File: config.mk
export PLATFORM = sky130hd
export DESIGN_NAME = result_arbiter
export DESIGN_NICKNAME = d
export VERILOG_FILES = /design/src/design/lane_cfg_pkg.sv /design/src/design/result_arbiter.sv
export SDC_FILE = /design/constraint.sdc
export NUM_CORES = 1
export LEC_CHECK = 0
export ABC_AREA = 1
export BUFFER_PORTS_ARGS = -buffer_cell sky130_fd_sc_hd__buf_2
export CORE_MARGIN = 8
export CORE_UTILIZATION = 25
export CTS_CLUSTER_SIZE = 24
export DETAILED_ROUTE_END_ITERATION = 10
export GPL_TIMING_DRIVEN = 0
export PLACE_DENSITY = 0.73
export SYNTH_ARGS = -nofsm -noshare
export SYNTH_HDL_FRONTEND = slang
export SYNTH_SLANG_ARGS = --single-unit
export TNS_END_PERCENT = 1
File: constraint.sdc
create_clock -name clk_i -period 0.8 [get_ports clk_i]
set_input_delay 0.08 -clock clk_i [delete_from_list [all_inputs] [get_ports clk_i]]
set_output_delay 0.08 -clock clk_i [all_outputs]
set_load 0.05 [all_outputs]
File: src/design/lane_cfg_pkg.sv
// Lane dimensions and the element, register, length and address types
package lane_cfg_pkg;

  //////////////////////////////////////////////////////////////////////
  // Dimensions
  //////////////////////////////////////////////////////////////////////

  localparam int unsigned ElemWidth = 32;
  localparam int unsigned NrVRegs   = 8;
  localparam int unsigned MaxVl     = 8;
  // Total element slots in the register file
  localparam int unsigned VrfDepth  = NrVRegs * MaxVl;

  //////////////////////////////////////////////////////////////////////
  // Types
  //////////////////////////////////////////////////////////////////////

  typedef logic [ElemWidth-1:0]         elem_t;
  typedef logic [$clog2(NrVRegs)-1:0]   vreg_t;
  // Vector length, legal range 1 to MaxVl
  typedef logic [$clog2(MaxVl+1)-1:0]   vl_t;
  // Register index times MaxVl plus element index
  typedef logic [$clog2(VrfDepth)-1:0]  vrf_addr_t;

endpackage : lane_cfg_pkg

File: src/design/result_arbiter.sv
// Write-back arbiter for ALU, multiplier and load results
`timescale 1ns/10ps

module result_arbiter (
  input  logic                    clk_i,
  input  logic                    rst_ni,
  // ALU result
  input  logic                    alu_valid_i,
  input  lane_cfg_pkg::elem_t     alu_res_i,
  input  lane_cfg_pkg::vrf_addr_t alu_addr_i,
  input  logic                    alu_last_i,
  // Multiplier result
  input  logic                    mul_valid_i,
  input  lane_cfg_pkg::elem_t     mul_res_i,
  input  lane_cfg_pkg::vrf_addr_t mul_addr_i,
  input  logic                    mul_last_i,
  // Load port
  input  logic                    ldu_req_i,
  input  lane_cfg_pkg::vrf_addr_t ldu_addr_i,
  input  lane_cfg_pkg::elem_t     ldu_wdata_i,
  output logic                    ldu_gnt_o,
  // Register file write port
  output logic                    wr_en_o,
  output lane_cfg_pkg::vrf_addr_t wr_addr_o,
  output lane_cfg_pkg::elem_t     wr_data_o,
  output logic                    wb_last_o
);

  logic wb_last_q;

  // Unit results first, the load only gets idle cycles
  assign ldu_gnt_o = ldu_req_i & !alu_valid_i & !mul_valid_i;
  assign wr_en_o   = alu_valid_i | mul_valid_i | ldu_req_i;

  always_comb begin
    if (alu_valid_i) begin
      wr_addr_o = alu_addr_i;
      wr_data_o = alu_res_i;
    end else if (mul_valid_i) begin
      wr_addr_o = mul_addr_i;
      wr_data_o = mul_res_i;
    end else begin
      wr_addr_o = ldu_addr_i;
      wr_data_o = ldu_wdata_i;
    end
  end

  always_ff @(posedge clk_i or negedge rst_ni) begin
    if (!rst_ni) begin
      wb_last_q <= 1'b0;
    end else begin
      wb_last_q <= (alu_valid_i & alu_last_i) | (mul_valid_i & mul_last_i);
    end
  end

  assign wb_last_o = wb_last_q;

endmodule : result_arbiter

==> results.json <==
{
  "powerDensity_nw_per_um2": 800,
  "violations": "negative setup slack",
  "path_class": "in2out",
  "n_antenna_cell": 0,
  "p_comb_share_pct": 97.8,
  "p_total_w": 0.00256,
  "yosys_warnings": 0,
  "antenna_found_initial": 0,
  "worstHoldPathCells": 3,
  "ys_seq_elements": 1,
  "worst_hold_path_type": "in2reg",
  "power.internal_w": 0.00114,
  "netlist_area_um2": 1240,
  "ys_top_cells_by_count": "146 x nand2_1, 77 x inv_1, 39 x nand3_1",
  "start_kind": "input port",
  "p_leak_nw": 2.00,
  "dr_wl_met2_um": 3790,
  "syn2layout_area_growth_pct": 157,
  "drive_gt1_share_pct": 58.0,
  "synth-main-ff-cell": "dfrtp_1",
  "grt_max_degree": 11,
  "synth_fp_nets": 414,
  "required_ns": 0.72,
  "dp_hpwl_um": 5070,
  "slew_headroom_pct": 82.8,
  "yosysSeqAreaShare_pct": 2.01,
  "netSwitchingPower_w": 0.00142,
  "antenna_left": 0,
  "num_rows": 25,
  "endpoint_kind": "output port",
  "fin_util_pct": 67.3,
  "design.core.area_um2": 4750,
  "wire_per_inst_um": 13.4,
  "place_area_um2": 2390,
  "grt_pass1_vias": 2358,
  "synth_most_common_cell": "nand2_1",
  "hold_viol": 0,
  "met3_wirelength_um": 724,
  "grt_pass1_wl_um": 10800,
  "die_w_um": 86.5,
  "synth_edf_count": 0,
  "overflow": 0,
  "dr.pass1.iters": 4,
  "drv_slew": 0,
  "start_util_pct": 26.2,
  "fmax_mhz": 1100,
  "synth_top_cell_by_area": "nand2_1",
  "nNetsFinal": 582,
  "crit_end": "wr_data_o[28]",
  "vias": 2252,
  "startpoint": "mul_valid_i",
  "ios": 162,
  "period_minus_slack_ns": 0.910,
  "synthArstFlopShare_pct": 100,
  "drc": 0,
  "status": "finished, violations left",
  "port_buffers": 159,
  "largest_reg_flops": 1,
  "track_usage_pct": 17.0,
  "layout_setup_ws_ns": -0.110,
  "stdcell_area_um2": 3200,
  "max_cap_violations": 0,
  "viasPerCell": 4.28,
  "fillers": 422,
  "highest_layer": "met4",
  "p_clk_share_pct": 0,
  "synth_area_leaders": "nand2_1 44%, inv_1 23%, nand3_1 16%, nand2_2 4.5%, buf_2 4.0%",
  "synth.distinct_cells": 12,
  "dpl_worst_slack_ns": -0.363,
  "critPathArrivalTime_ns": 0.83,
  "synth_cells": 293,
  "drt_iter0_markers": 41,
  "worst_pin_slew_ns": 0.260,
  "rsz0062_at_grt": "yes",
  "totalWireLength_um": 7050,
  "synth.top_cell.area_share_pct": 44.1,
  "cp_max_fo": 5,
  "vdd_ir_drop_max_uv": 510,
  "dieArea_um2": 7490,
  "finalSetupTns_ns": -2.66,
  "die_h_um": 86.5,
  "period_share_pct": 114,
  "avgSynthCellArea_um2": 4.24,
  "swShare_pct": 55.3,
  "m1WireLength_um": 2530,
  "setup_viol": 38,
  "clkTransAtPathRegs_ns": 0,
  "p_seq_share_pct": 2.2,
  "place_congestion": 0.807
}
[cell families (layout without fill, tap and decap cells)]
group,after synthesis,in the layout,share of synthesized area (%)
flip-flops,1,1,2.01
buffers and inverters,97,263,33.3
AND/OR/NAND/NOR,195,195,64.7
[layout by cell type (no fill, tap or decap)]
cell type,count
nand2_4,22
nand2_2,31
dfrtp_1,1
buf_2,119
buf_8,38
nand3_4,12
nand2_1,102
buf_16,1
buf_12,5
nor3_4,1
clkbuf_4,3
buf_4,4
clkbuf_2,1
nand3_2,15
inv_1,77
nand3_1,12
dlygate4sd3_1,1
inv_8,2
buf_6,11
bufbuf_16,1
[per-layer routing]
metal  GRT usage [%]  vias up
li1                -     1160
met1            17.6      987
met2            33.5      103
met3            5.86        2
met4           0.469        0
met5               0        -
[worst max-delay path, cell delays in order]
cell and delay [ns]:
buf_12 0.09, inv_8 0.04, buf_8 0.12, buf_12 0.14, nand2_4 0.06, nand3_4 0.07, nand2_4 0.08, buf_8 0.14
[power groups by stage]
stage / clock network, W / registers [W] / logic [W]
2_1_floorplan: 0 / 0.0000704 / 0.00128
3_3_place_gp: 0 / 0.0000559 / 0.00181
3_5_place_dp: 0 / 0.0000560 / 0.00183
4_1_cts: 0 / 0.0000561 / 0.00244
5_1_grt: 0 / 0.0000564 / 0.00265
6_report: 0 / 0.0000562 / 0.00250
[stage by stage]
stage                     hold slack [ns]  cells
final                               0.290    526
after global routing                0.296    526
after CTS                           0.291    528
after detailed placement           -0.142    519
after global placement             -0.143    519
after floorplan                    -0.216    293
[worst min path at each step]
stage | start | end
6_report | alu_last_i | wb_last_o$_DFF_PN0_
5_1_grt | alu_last_i | wb_last_o$_DFF_PN0_
4_1_cts | alu_last_i | wb_last_o$_DFF_PN0_
3_5_place_dp | rst_ni | wb_last_o$_DFF_PN0_
3_3_place_gp | rst_ni | wb_last_o$_DFF_PN0_
2_1_floorplan | rst_ni | wb_last_o$_DFF_PN0_
[layout make-up]
cell class | instances | area, um2 | area share, %
Sequential cell | 1 | 25.0 | 0.782
Buffer | 17 | 193 | 6.02
Tap cell | 67 | 83.8 | 2.62
Timing Repair Buffer | 167 | 1330 | 41.4
Multi-Input combinational cell | 195 | 1260 | 39.4
Inverter | 79 | 312 | 9.74
[timing repair]
item,CTS,global route
endpoints found under the setup margin,40,40
cloned,3,0
hold buffers,1,0
resized for setup,161,30
hold endpoints to repair,1,0
pin swaps,18,6
setup buffers,5,0
No activity file was read; power rests on OpenSTA's default activity.
