==> src/design/lane_cfg_pkg.sv <==
// Lane dimensions and the element, register, length and address types
package lane_cfg_pkg;

  //////////////////////////////////////////////////////////////////////
  // Dimensions
  //////////////////////////////////////////////////////////////////////

  localparam int unsigned ElemWidth = 32;
  localparam int unsigned NrVRegs   = 8;
  localparam int unsigned MaxVl     = 8;
  // Total element slots in the register file
  localparam int unsigned VrfDepth  = NrVRegs * MaxVl;

  //////////////////////////////////////////////////////////////////////
  // Types
  //////////////////////////////////////////////////////////////////////

  typedef logic [ElemWidth-1:0]         elem_t;
  typedef logic [$clog2(NrVRegs)-1:0]   vreg_t;
  // Vector length, legal range 1 to MaxVl
  typedef logic [$clog2(MaxVl+1)-1:0]   vl_t;
  // Register index times MaxVl plus element index
  typedef logic [$clog2(VrfDepth)-1:0]  vrf_addr_t;

endpackage : lane_cfg_pkg

==> src/design/lane_mul.sv <==
// Pipelined integer multiplier keeping the low product word
`timescale 1ns/10ps

module lane_mul #(
  parameter int unsigned MulStages = 2
) (
  input  logic                    clk_i,
  input  logic                    rst_ni,
  // Operands from the sequencer
  input  logic                    valid_i,
  input  lane_cfg_pkg::elem_t     a_i,
  input  lane_cfg_pkg::elem_t     b_i,
  input  lane_cfg_pkg::vrf_addr_t addr_i,
  input  logic                    last_i,
  // Result to the arbiter
  output logic                    res_valid_o,
  output lane_cfg_pkg::elem_t     res_o,
  output lane_cfg_pkg::vrf_addr_t res_addr_o,
  output logic                    res_last_o
);

  import lane_cfg_pkg::*;

  // Truncated to the element width
  elem_t     product;
  // One entry per stage, each may carry its own element
  logic      valid_q [MulStages];
  elem_t     prod_q  [MulStages];
  vrf_addr_t addr_q  [MulStages];
  logic      last_q  [MulStages];

  assign product = a_i * b_i;

  always_ff @(posedge clk_i or negedge rst_ni) begin
    if (!rst_ni) begin
      for (int unsigned s = 0; s < MulStages; s++) begin
        valid_q[s] <= 1'b0;
      end
    end else begin
      valid_q[0] <= valid_i;
      for (int unsigned s = 1; s < MulStages; s++) begin
        valid_q[s] <= valid_q[s-1];
      end
    end
  end

  always_ff @(posedge clk_i) begin
    prod_q[0] <= product;
    addr_q[0] <= addr_i;
    last_q[0] <= last_i;
    for (int unsigned s = 1; s < MulStages; s++) begin
      prod_q[s] <= prod_q[s-1];
      addr_q[s] <= addr_q[s-1];
      last_q[s] <= last_q[s-1];
    end
  end

  assign res_valid_o = valid_q[MulStages-1];
  assign res_o       = prod_q[MulStages-1];
  assign res_addr_o  = addr_q[MulStages-1];
  assign res_last_o  = last_q[MulStages-1];

endmodule : lane_mul

==> config.mk <==
export PLATFORM = sky130hd
export DESIGN_NAME = lane_mul
export DESIGN_NICKNAME = d
export VERILOG_FILES = /design/src/design/lane_cfg_pkg.sv /design/src/design/lane_mul.sv
export SDC_FILE = /design/constraint.sdc
export NUM_CORES = 1
export LEC_CHECK = 0
export BUFFER_PORTS_ARGS = -buffer_cell sky130_fd_sc_hd__buf_2
export CORE_AREA = 5 5 223 334
export CTS_CLUSTER_DIAMETER = 200
export DETAILED_ROUTE_END_ITERATION = 10
export DIE_AREA = 0 0 228 339
export PLACE_DENSITY = 0.51
export SLEW_MARGIN = 15
export SYNTH_ARGS = -nofsm -noshare
export SYNTH_HDL_FRONTEND = slang
export SYNTH_SLANG_ARGS = --single-unit
==> constraint.sdc <==
create_clock -name clk_i -period 0.8 [get_ports clk_i]
set_clock_uncertainty 0.1 [all_clocks]
set_input_delay 0.04 -clock clk_i [delete_from_list [all_inputs] [get_ports clk_i]]
set_output_delay 0.04 -clock clk_i [all_outputs]
set_load 0.005 [all_outputs]
==> flow_summary.json <==
{
  "layout-drive-gt1-share_pct": 29.70,
  "syn_area_mm2": 0.01765,
  "min_delay_path_depth": 3,
  "outcome": "complete, but fails checks",
  "num_rows": 120,
  "nNetsFinal": 2708,
  "gp_congestion": 0.8874,
  "hold_violations": 0,
  "ys_ff_latch": 80,
  "grt_pass1_vias": 15230,
  "synth_cell_types": 43,
  "setup_viol": 70,
  "postSynthCellCount": 1824,
  "syn_avg_cell_area_um2": 9.675,
  "clk_pin_slew_ns": 0.09,
  "rsz0062_at_grt": "true",
  "yosysTopAreaCell": "fa_1",
  "slew_headroom_pct": 66.56,
  "first_pass_iters": 4,
  "io_buffers": 113,
  "hp-class": "input port to flip-flop",
  "synth_edf_count": 0,
  "worstPathArrival_ns": 6.25,
  "cts.htree.levels": 3,
  "areaGrowthSynthToFinish_pct": 31.01,
  "vias": 12790,
  "crit_type": "input port to flip-flop",
  "worst_setup_path_start_kind": "input port",
  "synth_top_area_share_pct": 46.28,
  "fin_crit_sh_pct": 759.0,
  "die_w_um": 228,
  "dieArea_mm2": 0.07729,
  "antenna_found_initial": 1,
  "rrSetupSlack_ns": 0.19,
  "synth-seq-area-share_pct": 9.132,
  "yosysMostFrequentCell": "fa_1",
  "drt_iter0_markers": 448,
  "maxCapViolCount": 0,
  "cts_tree": "done",
  "coreArea_mm2": 0.07102,
  "cp.required_ns": 0.97,
  "crit_fanout": 4,
  "synth_area_leaders": "fa_1 46%, and2_1 13%, dfxtp_1 8.8%",
  "r2r-end": "prod_q[0][63]$_DFF_P_",
  "cts.sinks": 80,
  "numCtsBuffers": 9,
  "syn-num-nets": 2429,
  "min_to": "prod_q[0][0]$_DFF_P_",
  "track_usage_pct": 14.79,
  "drtAntennaViolNets": 0,
  "min_period_ns": 6.072,
  "reg2reg_depth": 0,
  "insertion_delay_ns": 0.37,
  "ios": 114,
  "timing.rr.start": "prod_q[0][31]$_DFF_P_",
  "synthTopCellsByCount": "408 x fa_1, 368 x and2_1, 362 x inv_1",
  "drt_wl_total_um": 56630,
  "wl_per_cell_um": 18.72,
  "multi_input_area_mm2": 0.01526,
  "min_from": "a_i[0]",
  "worst_pin_slew_ns": 0.4889,
  "yosysWarningCount": 0,
  "grt_max_degree": 18,
  "violations": "negative setup slack",
  "finalMaxSlewViolations": 0,
  "async_reset_ff_share_pct": 2.500,
  "fill_cells": 7259,
  "dpl_worst_slack_ns": -5.919,
  "max_freq_ghz": 0.1647,
  "dp_hpwl_um": 48990,
  "final.setup.worst_slack_ns": -5.272,
  "seq_area_mm2": 0.001635,
  "cts_buffer_depth": 2,
  "synth_ff_type": "dfxtp_1",
  "end_kind": "flip-flop",
  "fp.dieH_um": 339,
  "drc": 0,
  "vias_per_cell": 4.227,
  "grt_overflow": 0,
  "grt_pass1_wl_um": 87520,
  "root_buffer": "clkbuf_16",
  "initial_core_util_pct": 24.85
}
-- final cells by class --
| cell class | count | share of cell area (%) |
|---|---|---|
| antenna | 2 | 0.02165 |
| sequential | 80 | 7.073 |
| clock inverter | 7 | 0.2327 |
| tap | 915 | 4.952 |
| inverter | 362 | 5.888 |
| clock buffer | 9 | 0.9741 |
| timing repair buffer | 388 | 14.86 |
| multi-input combinational | 1262 | 66.00 |
-- routing by layer --
metal | part of all wire (%) | global-route usage [%]
met5 | 0 | 0
met4 | 7.4 | 9.118
met3 | 2.6 | 1.558
met2 | 56 | 29.07
met1 | 34 | 14.67
-- flip-flops by register name, summed over array words and instances (netlist names) --
name,cells
addr_q,12
last_q,2
prod_q,64
res_valid_o,1
valid_q,1
-- cell families after synthesis --
kind of cell | count (synthesis) | synth area share (%)
AOI/OAI and AO/OA | 74 | 2.935
xor gates and xnor gates | 85 | 4.219
and+or+nand+nor | 572 | 17.60
buffers and inverters | 482 | 11.10
DFF | 80 | 9.132
adders and majority gates | 531 | 55.01
-- layout by cell type (no fill, tap or decap), drive strengths merged, types with 6 or more instances in the layout --
| cell | instances |
|---|---|
| inv | 364 |
| buf | 374 |
| xor2 | 20 |
| a21o | 15 |
| clkbuf | 13 |
| fa | 408 |
| dlygate4sd3 | 10 |
| xnor2 | 65 |
| a21oi | 23 |
| and2 | 368 |
| ha | 123 |
| nand3 | 6 |
| nand2 | 170 |
| dfxtp | 78 |
| nor2 | 16 |
| o21ai | 9 |
-- worst max-delay path by stage --
stage	cells after the start	startpoint	end
global placement	22	b_i[6]	prod_q[0][31]$_DFF_P_
CTS	23	b_i[7]	prod_q[0][31]$_DFF_P_
floorplan	23	b_i[3]	prod_q[0][30]$_DFF_P_
global route	22	b_i[7]	prod_q[0][28]$_DFF_P_
finish	22	b_i[7]	prod_q[0][30]$_DFF_P_
detailed placement	23	b_i[9]	prod_q[0][29]$_DFF_P_
-- metrics by stage --
| stage | instances | instance area, um2 | utilization (%) | TNS, ns | hold slack, ns |
|---|---|---|---|---|---|
| after global routing | 3024 | 23120 | 32.55 | -133.37 | 0.005949 |
| after detailed placement | 2966 | 21060 | 29.65 | -144.78 | -0.2704 |
| after floorplan | 1824 | 18220 | - | -124.72 | -0.3556 |
| after CTS | 3016 | 22520 | 31.71 | -131.42 | -0.007963 |
| final | 3025 | 23120 | 32.55 | -128.23 | 0.01923 |
| after global placement | 2966 | 21060 | 29.65 | -143.29 | -0.2731 |
-- timing repair --
action | CTS | global route
resized for setup | 224 | 124
setup buffers | 25 | 9
gates cloned | 1 | 2
setup endpoints to repair | 71 | 70
hold endpoints to repair | 11 | 0
pin swaps | 110 | 111
hold buffers | 10 | 0
-- worst max-delay path, stage by stage --
cell and delay [ns]:
buf_12 0.12, buf_6 0.12, and2_4 0.14, fa_1 0.53, fa_1 0.44, fa_1 0.51, inv_2 0.04, fa_1 0.51
inv_2 0.04, fa_1 0.49, fa_1 0.53, fa_1 0.43, fa_1 0.56, ha_4 0.22, a21oi_4 0.12, o21bai_1 0.09
a221o_1 0.36, a21o_1 0.18, a31o_4 0.22, a21bo_4 0.22, a21o_1 0.19, xor2_1 0.15
Power is left out: the tool's default activity adds up to more than one toggle a clock period on the data nets, which glitch-free logic cannot reach.
