File: src/design/lane_cfg_pkg.sv
// Lane dimensions and the element, register, length and address types
package lane_cfg_pkg;

  //////////////////////////////////////////////////////////////////////
  // Dimensions
  //////////////////////////////////////////////////////////////////////

  localparam int unsigned ElemWidth = 32;
  localparam int unsigned NrVRegs   = 8;
  localparam int unsigned MaxVl     = 8;
  // Total element slots in the register file
  localparam int unsigned VrfDepth  = NrVRegs * MaxVl;

  //////////////////////////////////////////////////////////////////////
  // Types
  //////////////////////////////////////////////////////////////////////

  typedef logic [ElemWidth-1:0]         elem_t;
  typedef logic [$clog2(NrVRegs)-1:0]   vreg_t;
  // Vector length, legal range 1 to MaxVl
  typedef logic [$clog2(MaxVl+1)-1:0]   vl_t;
  // Register index times MaxVl plus element index
  typedef logic [$clog2(VrfDepth)-1:0]  vrf_addr_t;

endpackage : lane_cfg_pkg

File: src/design/lane_op_pkg.sv
// Lane operation codes, ALU functions and sequencer states
package lane_op_pkg;

  // Instruction opcodes seen on the request port
  typedef enum logic [2:0] {
    OP_ADD   = 3'd0,
    OP_SUB   = 3'd1,
    OP_AND   = 3'd2,
    OP_OR    = 3'd3,
    OP_XOR   = 3'd4,
    OP_MUL   = 3'd5,
    OP_STORE = 3'd6
  } lane_op_e;

  // Functions of the integer ALU
  typedef enum logic [2:0] {
    ALU_ADD = 3'd0,
    ALU_SUB = 3'd1,
    ALU_AND = 3'd2,
    ALU_OR  = 3'd3,
    ALU_XOR = 3'd4
  } alu_op_e;

  // Sequencer FSM
  typedef enum logic [1:0] {
    SEQ_IDLE  = 2'd0,
    SEQ_ISSUE = 2'd1,
    SEQ_DRAIN = 2'd2
  } seq_state_e;

endpackage : lane_op_pkg

File: src/design/lane_sequencer.sv
// Lane sequencer: request intake, element walk, unit dispatch and store stream
`timescale 1ns/10ps

module lane_sequencer (
  input  logic                    clk_i,
  input  logic                    rst_ni,
  // Instruction request
  input  logic                    req_valid_i,
  input  lane_op_pkg::lane_op_e   req_op_i,
  input  lane_cfg_pkg::vreg_t     req_vd_i,
  input  lane_cfg_pkg::vreg_t     req_vs1_i,
  input  lane_cfg_pkg::vreg_t     req_vs2_i,
  input  lane_cfg_pkg::vl_t       req_vl_i,
  output logic                    req_ready_o,
  output logic                    done_o,
  // Register file reads
  output lane_cfg_pkg::vrf_addr_t rd_addr_a_o,
  output lane_cfg_pkg::vrf_addr_t rd_addr_b_o,
  input  lane_cfg_pkg::elem_t     rd_data_a_i,
  input  lane_cfg_pkg::elem_t     rd_data_b_i,
  // Operand dispatch to the units
  output logic                    alu_valid_o,
  output lane_op_pkg::alu_op_e    alu_op_o,
  output logic                    mul_valid_o,
  output lane_cfg_pkg::elem_t     op_a_o,
  output lane_cfg_pkg::elem_t     op_b_o,
  output lane_cfg_pkg::vrf_addr_t op_addr_o,
  output logic                    op_last_o,
  // Last write-back of an arithmetic instruction
  input  logic                    wb_last_i,
  // Store stream
  output lane_cfg_pkg::elem_t     stu_operand_o,
  output logic                    stu_operand_valid_o,
  input  logic                    stu_operand_ready_i
);

  import lane_cfg_pkg::*;
  import lane_op_pkg::*;

  seq_state_e state_q;
  lane_op_e   op_q;
  vreg_t      vd_q;
  vreg_t      vs1_q;
  vreg_t      vs2_q;
  vl_t        vl_q;
  vl_t        idx_q;
  // Read in flight, its element index and last flag
  logic       pend_q;
  vl_t        pend_idx_q;
  logic       pend_last_q;
  // Store output register
  elem_t      stu_operand_q;
  logic       stu_valid_q;
  logic       stu_last_q;
  logic       done_q;

  logic       req_accept;
  logic       is_store;
  logic       is_mul;
  logic       last_elem;
  logic       issue;
  logic       stu_accept;

  function automatic vrf_addr_t elem_addr(vreg_t vreg, vl_t idx);
    return vrf_addr_t'(vreg) * vrf_addr_t'(MaxVl) + vrf_addr_t'(idx);
  endfunction

  assign req_ready_o = (state_q == SEQ_IDLE);
  assign req_accept  = req_valid_i & req_ready_o;
  assign is_store    = (op_q == OP_STORE);
  assign is_mul      = (op_q == OP_MUL);
  assign last_elem   = (idx_q == vl_q - vl_t'(1));
  assign stu_accept  = stu_valid_q & stu_operand_ready_i;

  // Stores only read when the output register is free on return
  assign issue = (state_q == SEQ_ISSUE) &&
                 (!is_store || (!pend_q && (!stu_valid_q || stu_operand_ready_i)));

  assign rd_addr_a_o = elem_addr(vs1_q, idx_q);
  assign rd_addr_b_o = elem_addr(vs2_q, idx_q);

  //////////////////////////////////////////////////////////////////////
  // Operand dispatch
  //////////////////////////////////////////////////////////////////////

  assign alu_valid_o = pend_q & !is_store & !is_mul;
  assign mul_valid_o = pend_q & is_mul;
  assign op_a_o      = rd_data_a_i;
  assign op_b_o      = rd_data_b_i;
  assign op_addr_o   = elem_addr(vd_q, pend_idx_q);
  assign op_last_o   = pend_last_q;

  always_comb begin
    case (op_q)
      OP_SUB:  alu_op_o = ALU_SUB;
      OP_AND:  alu_op_o = ALU_AND;
      OP_OR:   alu_op_o = ALU_OR;
      OP_XOR:  alu_op_o = ALU_XOR;
      default: alu_op_o = ALU_ADD;
    endcase
  end

  assign stu_operand_o       = stu_operand_q;
  assign stu_operand_valid_o = stu_valid_q;
  assign done_o              = done_q;

  //////////////////////////////////////////////////////////////////////
  // Control
  //////////////////////////////////////////////////////////////////////

  always_ff @(posedge clk_i or negedge rst_ni) begin
    if (!rst_ni) begin
      state_q     <= SEQ_IDLE;
      idx_q       <= '0;
      pend_q      <= 1'b0;
      stu_valid_q <= 1'b0;
      done_q      <= 1'b0;
    end else begin
      pend_q <= issue;
      done_q <= 1'b0;
      if (issue) begin
        idx_q <= idx_q + vl_t'(1);
      end
      case (state_q)
        SEQ_IDLE: begin
          if (req_accept) begin
            state_q <= SEQ_ISSUE;
            idx_q   <= '0;
          end
        end
        SEQ_ISSUE: begin
          if (issue && last_elem) begin
            state_q <= SEQ_DRAIN;
          end
        end
        SEQ_DRAIN: begin
          // Store ends on the last handshake, arithmetic on its last write
          if (is_store ? (stu_accept && stu_last_q) : wb_last_i) begin
            state_q <= SEQ_IDLE;
            done_q  <= 1'b1;
          end
        end
        default: state_q <= SEQ_IDLE;
      endcase
      if (pend_q && is_store) begin
        stu_valid_q <= 1'b1;
      end else if (stu_accept) begin
        stu_valid_q <= 1'b0;
      end
    end
  end

  // Request fields and element payload
  always_ff @(posedge clk_i) begin
    if (req_accept) begin
      op_q  <= req_op_i;
      vd_q  <= req_vd_i;
      vs1_q <= req_vs1_i;
      vs2_q <= req_vs2_i;
      vl_q  <= req_vl_i;
    end
    if (issue) begin
      pend_idx_q  <= idx_q;
      pend_last_q <= last_elem;
    end
    if (pend_q && is_store) begin
      stu_operand_q <= rd_data_a_i;
      stu_last_q    <= pend_last_q;
    end
  end

endmodule : lane_sequencer

File: config.mk
export PLATFORM = sky130hd
export DESIGN_NAME = lane_sequencer
export DESIGN_NICKNAME = d
export VERILOG_FILES = /design/src/design/lane_cfg_pkg.sv /design/src/design/lane_op_pkg.sv /design/src/design/lane_sequencer.sv
export SDC_FILE = /design/constraint.sdc
export NUM_CORES = 1
export LEC_CHECK = 0
export BUFFER_PORTS_ARGS = -buffer_cell sky130_fd_sc_hd__buf_4
export CAP_MARGIN = 20
export CORE_UTILIZATION = 35
export CTS_CLUSTER_SIZE = 14
export DETAILED_ROUTE_END_ITERATION = 16
export GPL_TIMING_DRIVEN = 0
export MAX_ROUTING_LAYER = met4
export PLACE_DENSITY = 0.71
export SKIP_LAST_GASP = 1
export SLEW_MARGIN = 10
export SYNTH_ARGS = -nofsm -noshare
export SYNTH_HDL_FRONTEND = slang
export SYNTH_SLANG_ARGS = --single-unit
File: constraint.sdc
create_clock -name clk_i -period 3.3 [get_ports clk_i]
set_clock_uncertainty 0.1 [all_clocks]
set_input_delay 0.66 -clock clk_i [delete_from_list [all_inputs] [get_ports clk_i]]
set_output_delay 0.66 -clock clk_i [all_outputs]
set_load 0.01 [all_outputs]
==> flow_summary.yaml <==
status:
  status: "finished, final reports clean"
grt:
  grt_max_degree: 33
  grt_usage_pct: 14.91
  grt_overflow_total: 0
  grt_pass1_vias: 1950
  grt_pass1_wl_mm: 9.135
  antenna_found_initial: 0
sta:
  hold_violations: 0
  post-route-period-util_pct: 68.91
  tightest_slew_ns: 0.6502
  hold_slack_ns: 0.04050
  relSlewSlack_pct: 56.61
  max_clock_freq_mhz: 439.7
  setup_ws_ns: 1.026
  finalCriticalPeriod_ns: 2.274
  fin_tns_setup_ns: 0
  setup_viol: 0
  slew_viol_final: 0
  rsz0062_at_grt: "no"
placement:
  place.gp.congestion: 0.7358
  portBuffers: 175
  dp_hpwl_mm: 4.933
  placed_cells: 476
  post_dp_cell_area_sq_um: 4327
  preCtsSetupSlack_ns: 1.267
floorplan:
  die_area_sq_um: 8530
  die_w_um: 92.36
  start_util_pct: 36.60
  core_sq_um: 7807
  num_rows: 32
  chipHeight_um: 92.36
  pin_count: 208
logic_synthesis:
  synth_compound_area_share_pct: 2.539
  synthAdderAreaFrac_pct: 3.503
  synth-xor-area-share_pct: 3.065
  synth_edf_count: 54
  muxShareOfSynthArea_pct: 0.7005
  synth_cell_types: 30
  syn_nets: 291
  ys_ff_latch: 63
  synth_top_family_by_area: "buffers and inverters"
  synth-main-ff-cell: "edfxtp_1"
  synth-simple-area-share_pct: 5.604
  ys_warn_count: 0
  syn_inst: 198
  avgSynthCellArea_sq_um: 14.43
  ys_top_cells_by_area: "edfxtp_1, buf_4, dfrtp_1"
  synthDominantCellAreaShare_pct: 56.74
  async_flop_share_pct: 14.29
  synth_top_cell_by_area: "edfxtp_1"
  yosysSeqAreaShare_pct: 64.62
  syn_area_sq_um: 2858
route:
  drtAntennaViolNets: 0
  dr.pass1.iters: 4
  vias: 2016
  met1_length_mm: 2.294
  drtIter0Drc: 17
  drc: 0
  wl_mm: 6.104
  wl_met3_um: 637
  dr_wl_met2_mm: 3.052
  wl_per_cell_um: 12.46
  vias_per_cell: 4.114
  top_layer_used: "met4"
setup_path:
  cp-endpoint: "rd_addr_b_o[5]"
  crit_path_start: "idx_q[3]"
  crit_family: "flip-flops"
  path_buf_inv: 1
  cpMaxStageDelayCell: "dfrtp_1"
  r2r-start: "op_q[2]"
  rr_worst_depth: 3
  critical_path.cell_chain: "ha_1 -> ha_1 -> xor2_1 -> buf_4"
  cp.arrival_ns: 1.51
  r2r-end: "pend_idx_q[3]"
  critPathLaunchType: "flip-flop"
  cp_max_fo: 6
  end_kind: "output port"
  worst-path-stages: 4
  slowest_delay_ns: 0.46
  reg2reg_setup_slack_ns: 1.48
  worstPathRequired_ns: 2.54
  crit_type: "reg2out"
  path_common_cell: "ha_1"
clock_network:
  clock_latency_ns: 0.33
  cts_root_buf: "clkbuf_8"
  holdBufCountCts: 0
  cts_inserted_buffers: 9
  clk_pin_slew_ns: 0.06
  cts_buffer_depth: 2
  postCtsResizedCells: 0
  cts.sinks: 63
  postCtsSetupBuffers: 0
  cts_tree: "built"
  htree_levels: 3
power_and_ir_drop:
  p_per_area_nw_per_um2: 567.5
  power_mw: 2.555
  irDropWorstVdd_uv: 280.5
  p_leak_nw: 2.121
finish:
  drive_gt1_share_pct: 68.56
  area_growth_pct: 57.53
  fillCellCount: 644
  mostFrequentLayoutCells: "buf_4, edfxtp_1, clkbuf_8, dfrtp_1, ha_1"
  finalNonFillerCells: 490
  multi_input_area_sq_um: 447.9
  seqCellArea_sq_um: 1847
  finalCoreUtilization_pct: 57.66
  final_area_sq_um: 4502
  antenna_cells: 0
  final_common_cell: "buf_4"
  nets: 478
worst_hold_path:
  hold_class: "in2async"
flow_run:
  drv_cap: 0
area by class of cell:
cell class | instances | share of cell area [%]
Inverter | 5 | 0.4169
Sequential cell | 63 | 41.02
Clock inverter | 5 | 1.140
Multi-Input combinational cell | 56 | 9.950
Clock buffer | 9 | 2.752
Buffer | 74 | 12.26
Tap cell | 102 | 2.835
Timing Repair Buffer | 176 | 29.63
worst register-to-register path, stage by stage, from the launching register on:
cell	delay [ns]
edfxtp_1	0.46
nand3b_1	0.30
a21oi_2	0.10
nor2_1	0.51
logic make-up (layout without fill, tap and decap cells):
logic type / count (synthesis) / count (layout)
adder cells (fa/ha/maj): 8 / 8
flip-flops: 63 / 63
AO/OA/AOI/OAI: 11 / 11
AND/OR/NAND/NOR: 25 / 25
multiplexers: 2 / 2
XOR/XNOR: 10 / 10
buffers and inverters: 79 / 269
synth_stat cells, drive strengths merged, types with 2 or more instances:
cell    instances
mux2i           2
a21oi           4
nor3b           3
nor2            4
buf            73
nand2b          2
xor2            4
inv             5
nand3           2
edfxtp         54
nor2b           2
xnor2           6
nor3            2
ha              8
o21ai           2
nand2           5
dfrtp           9
worst min path at each step:
| stage | cells after the start | end | slack, ns |
|---|---|---|---|
| 2_1_floorplan | 0 | done_o | 0.26 |
| 3_3_place_gp | 0 | stu_last_q | 0.34 |
| 3_5_place_dp | 0 | stu_last_q | 0.34 |
| 4_1_cts | 1 | state_q[1] | 0.02 |
| 5_1_grt | 1 | state_q[0] | 0.03 |
| 6_report | 1 | state_q[0] | 0.04 |
report_power, final:
group | switching [mW] | internal [mW]
clock | 0.271 | 0.334
combinational | 0.368 | 0.477
sequential | 0.0898 | 1.01
registers in the layout (all words and copies together) (netlist names):
register and flops:
stu_operand_o 32, idx_q 4, pend_idx_q 4, vl_q 4, op_q 3, vd_q 3, vs1_q 3, vs2_q 3
state_q 2, done_o 1, op_last_o 1, pend_q 1, stu_last_q 1, stu_operand_valid_o 1
layer usage:
metal	GRT usage [%]	up-vias
met4	8.203	0
met2	24.88	133
met5	-	-
li1	-	988
met1	15.76	886
met3	4.598	9
(Power assumes the default switching activity.)
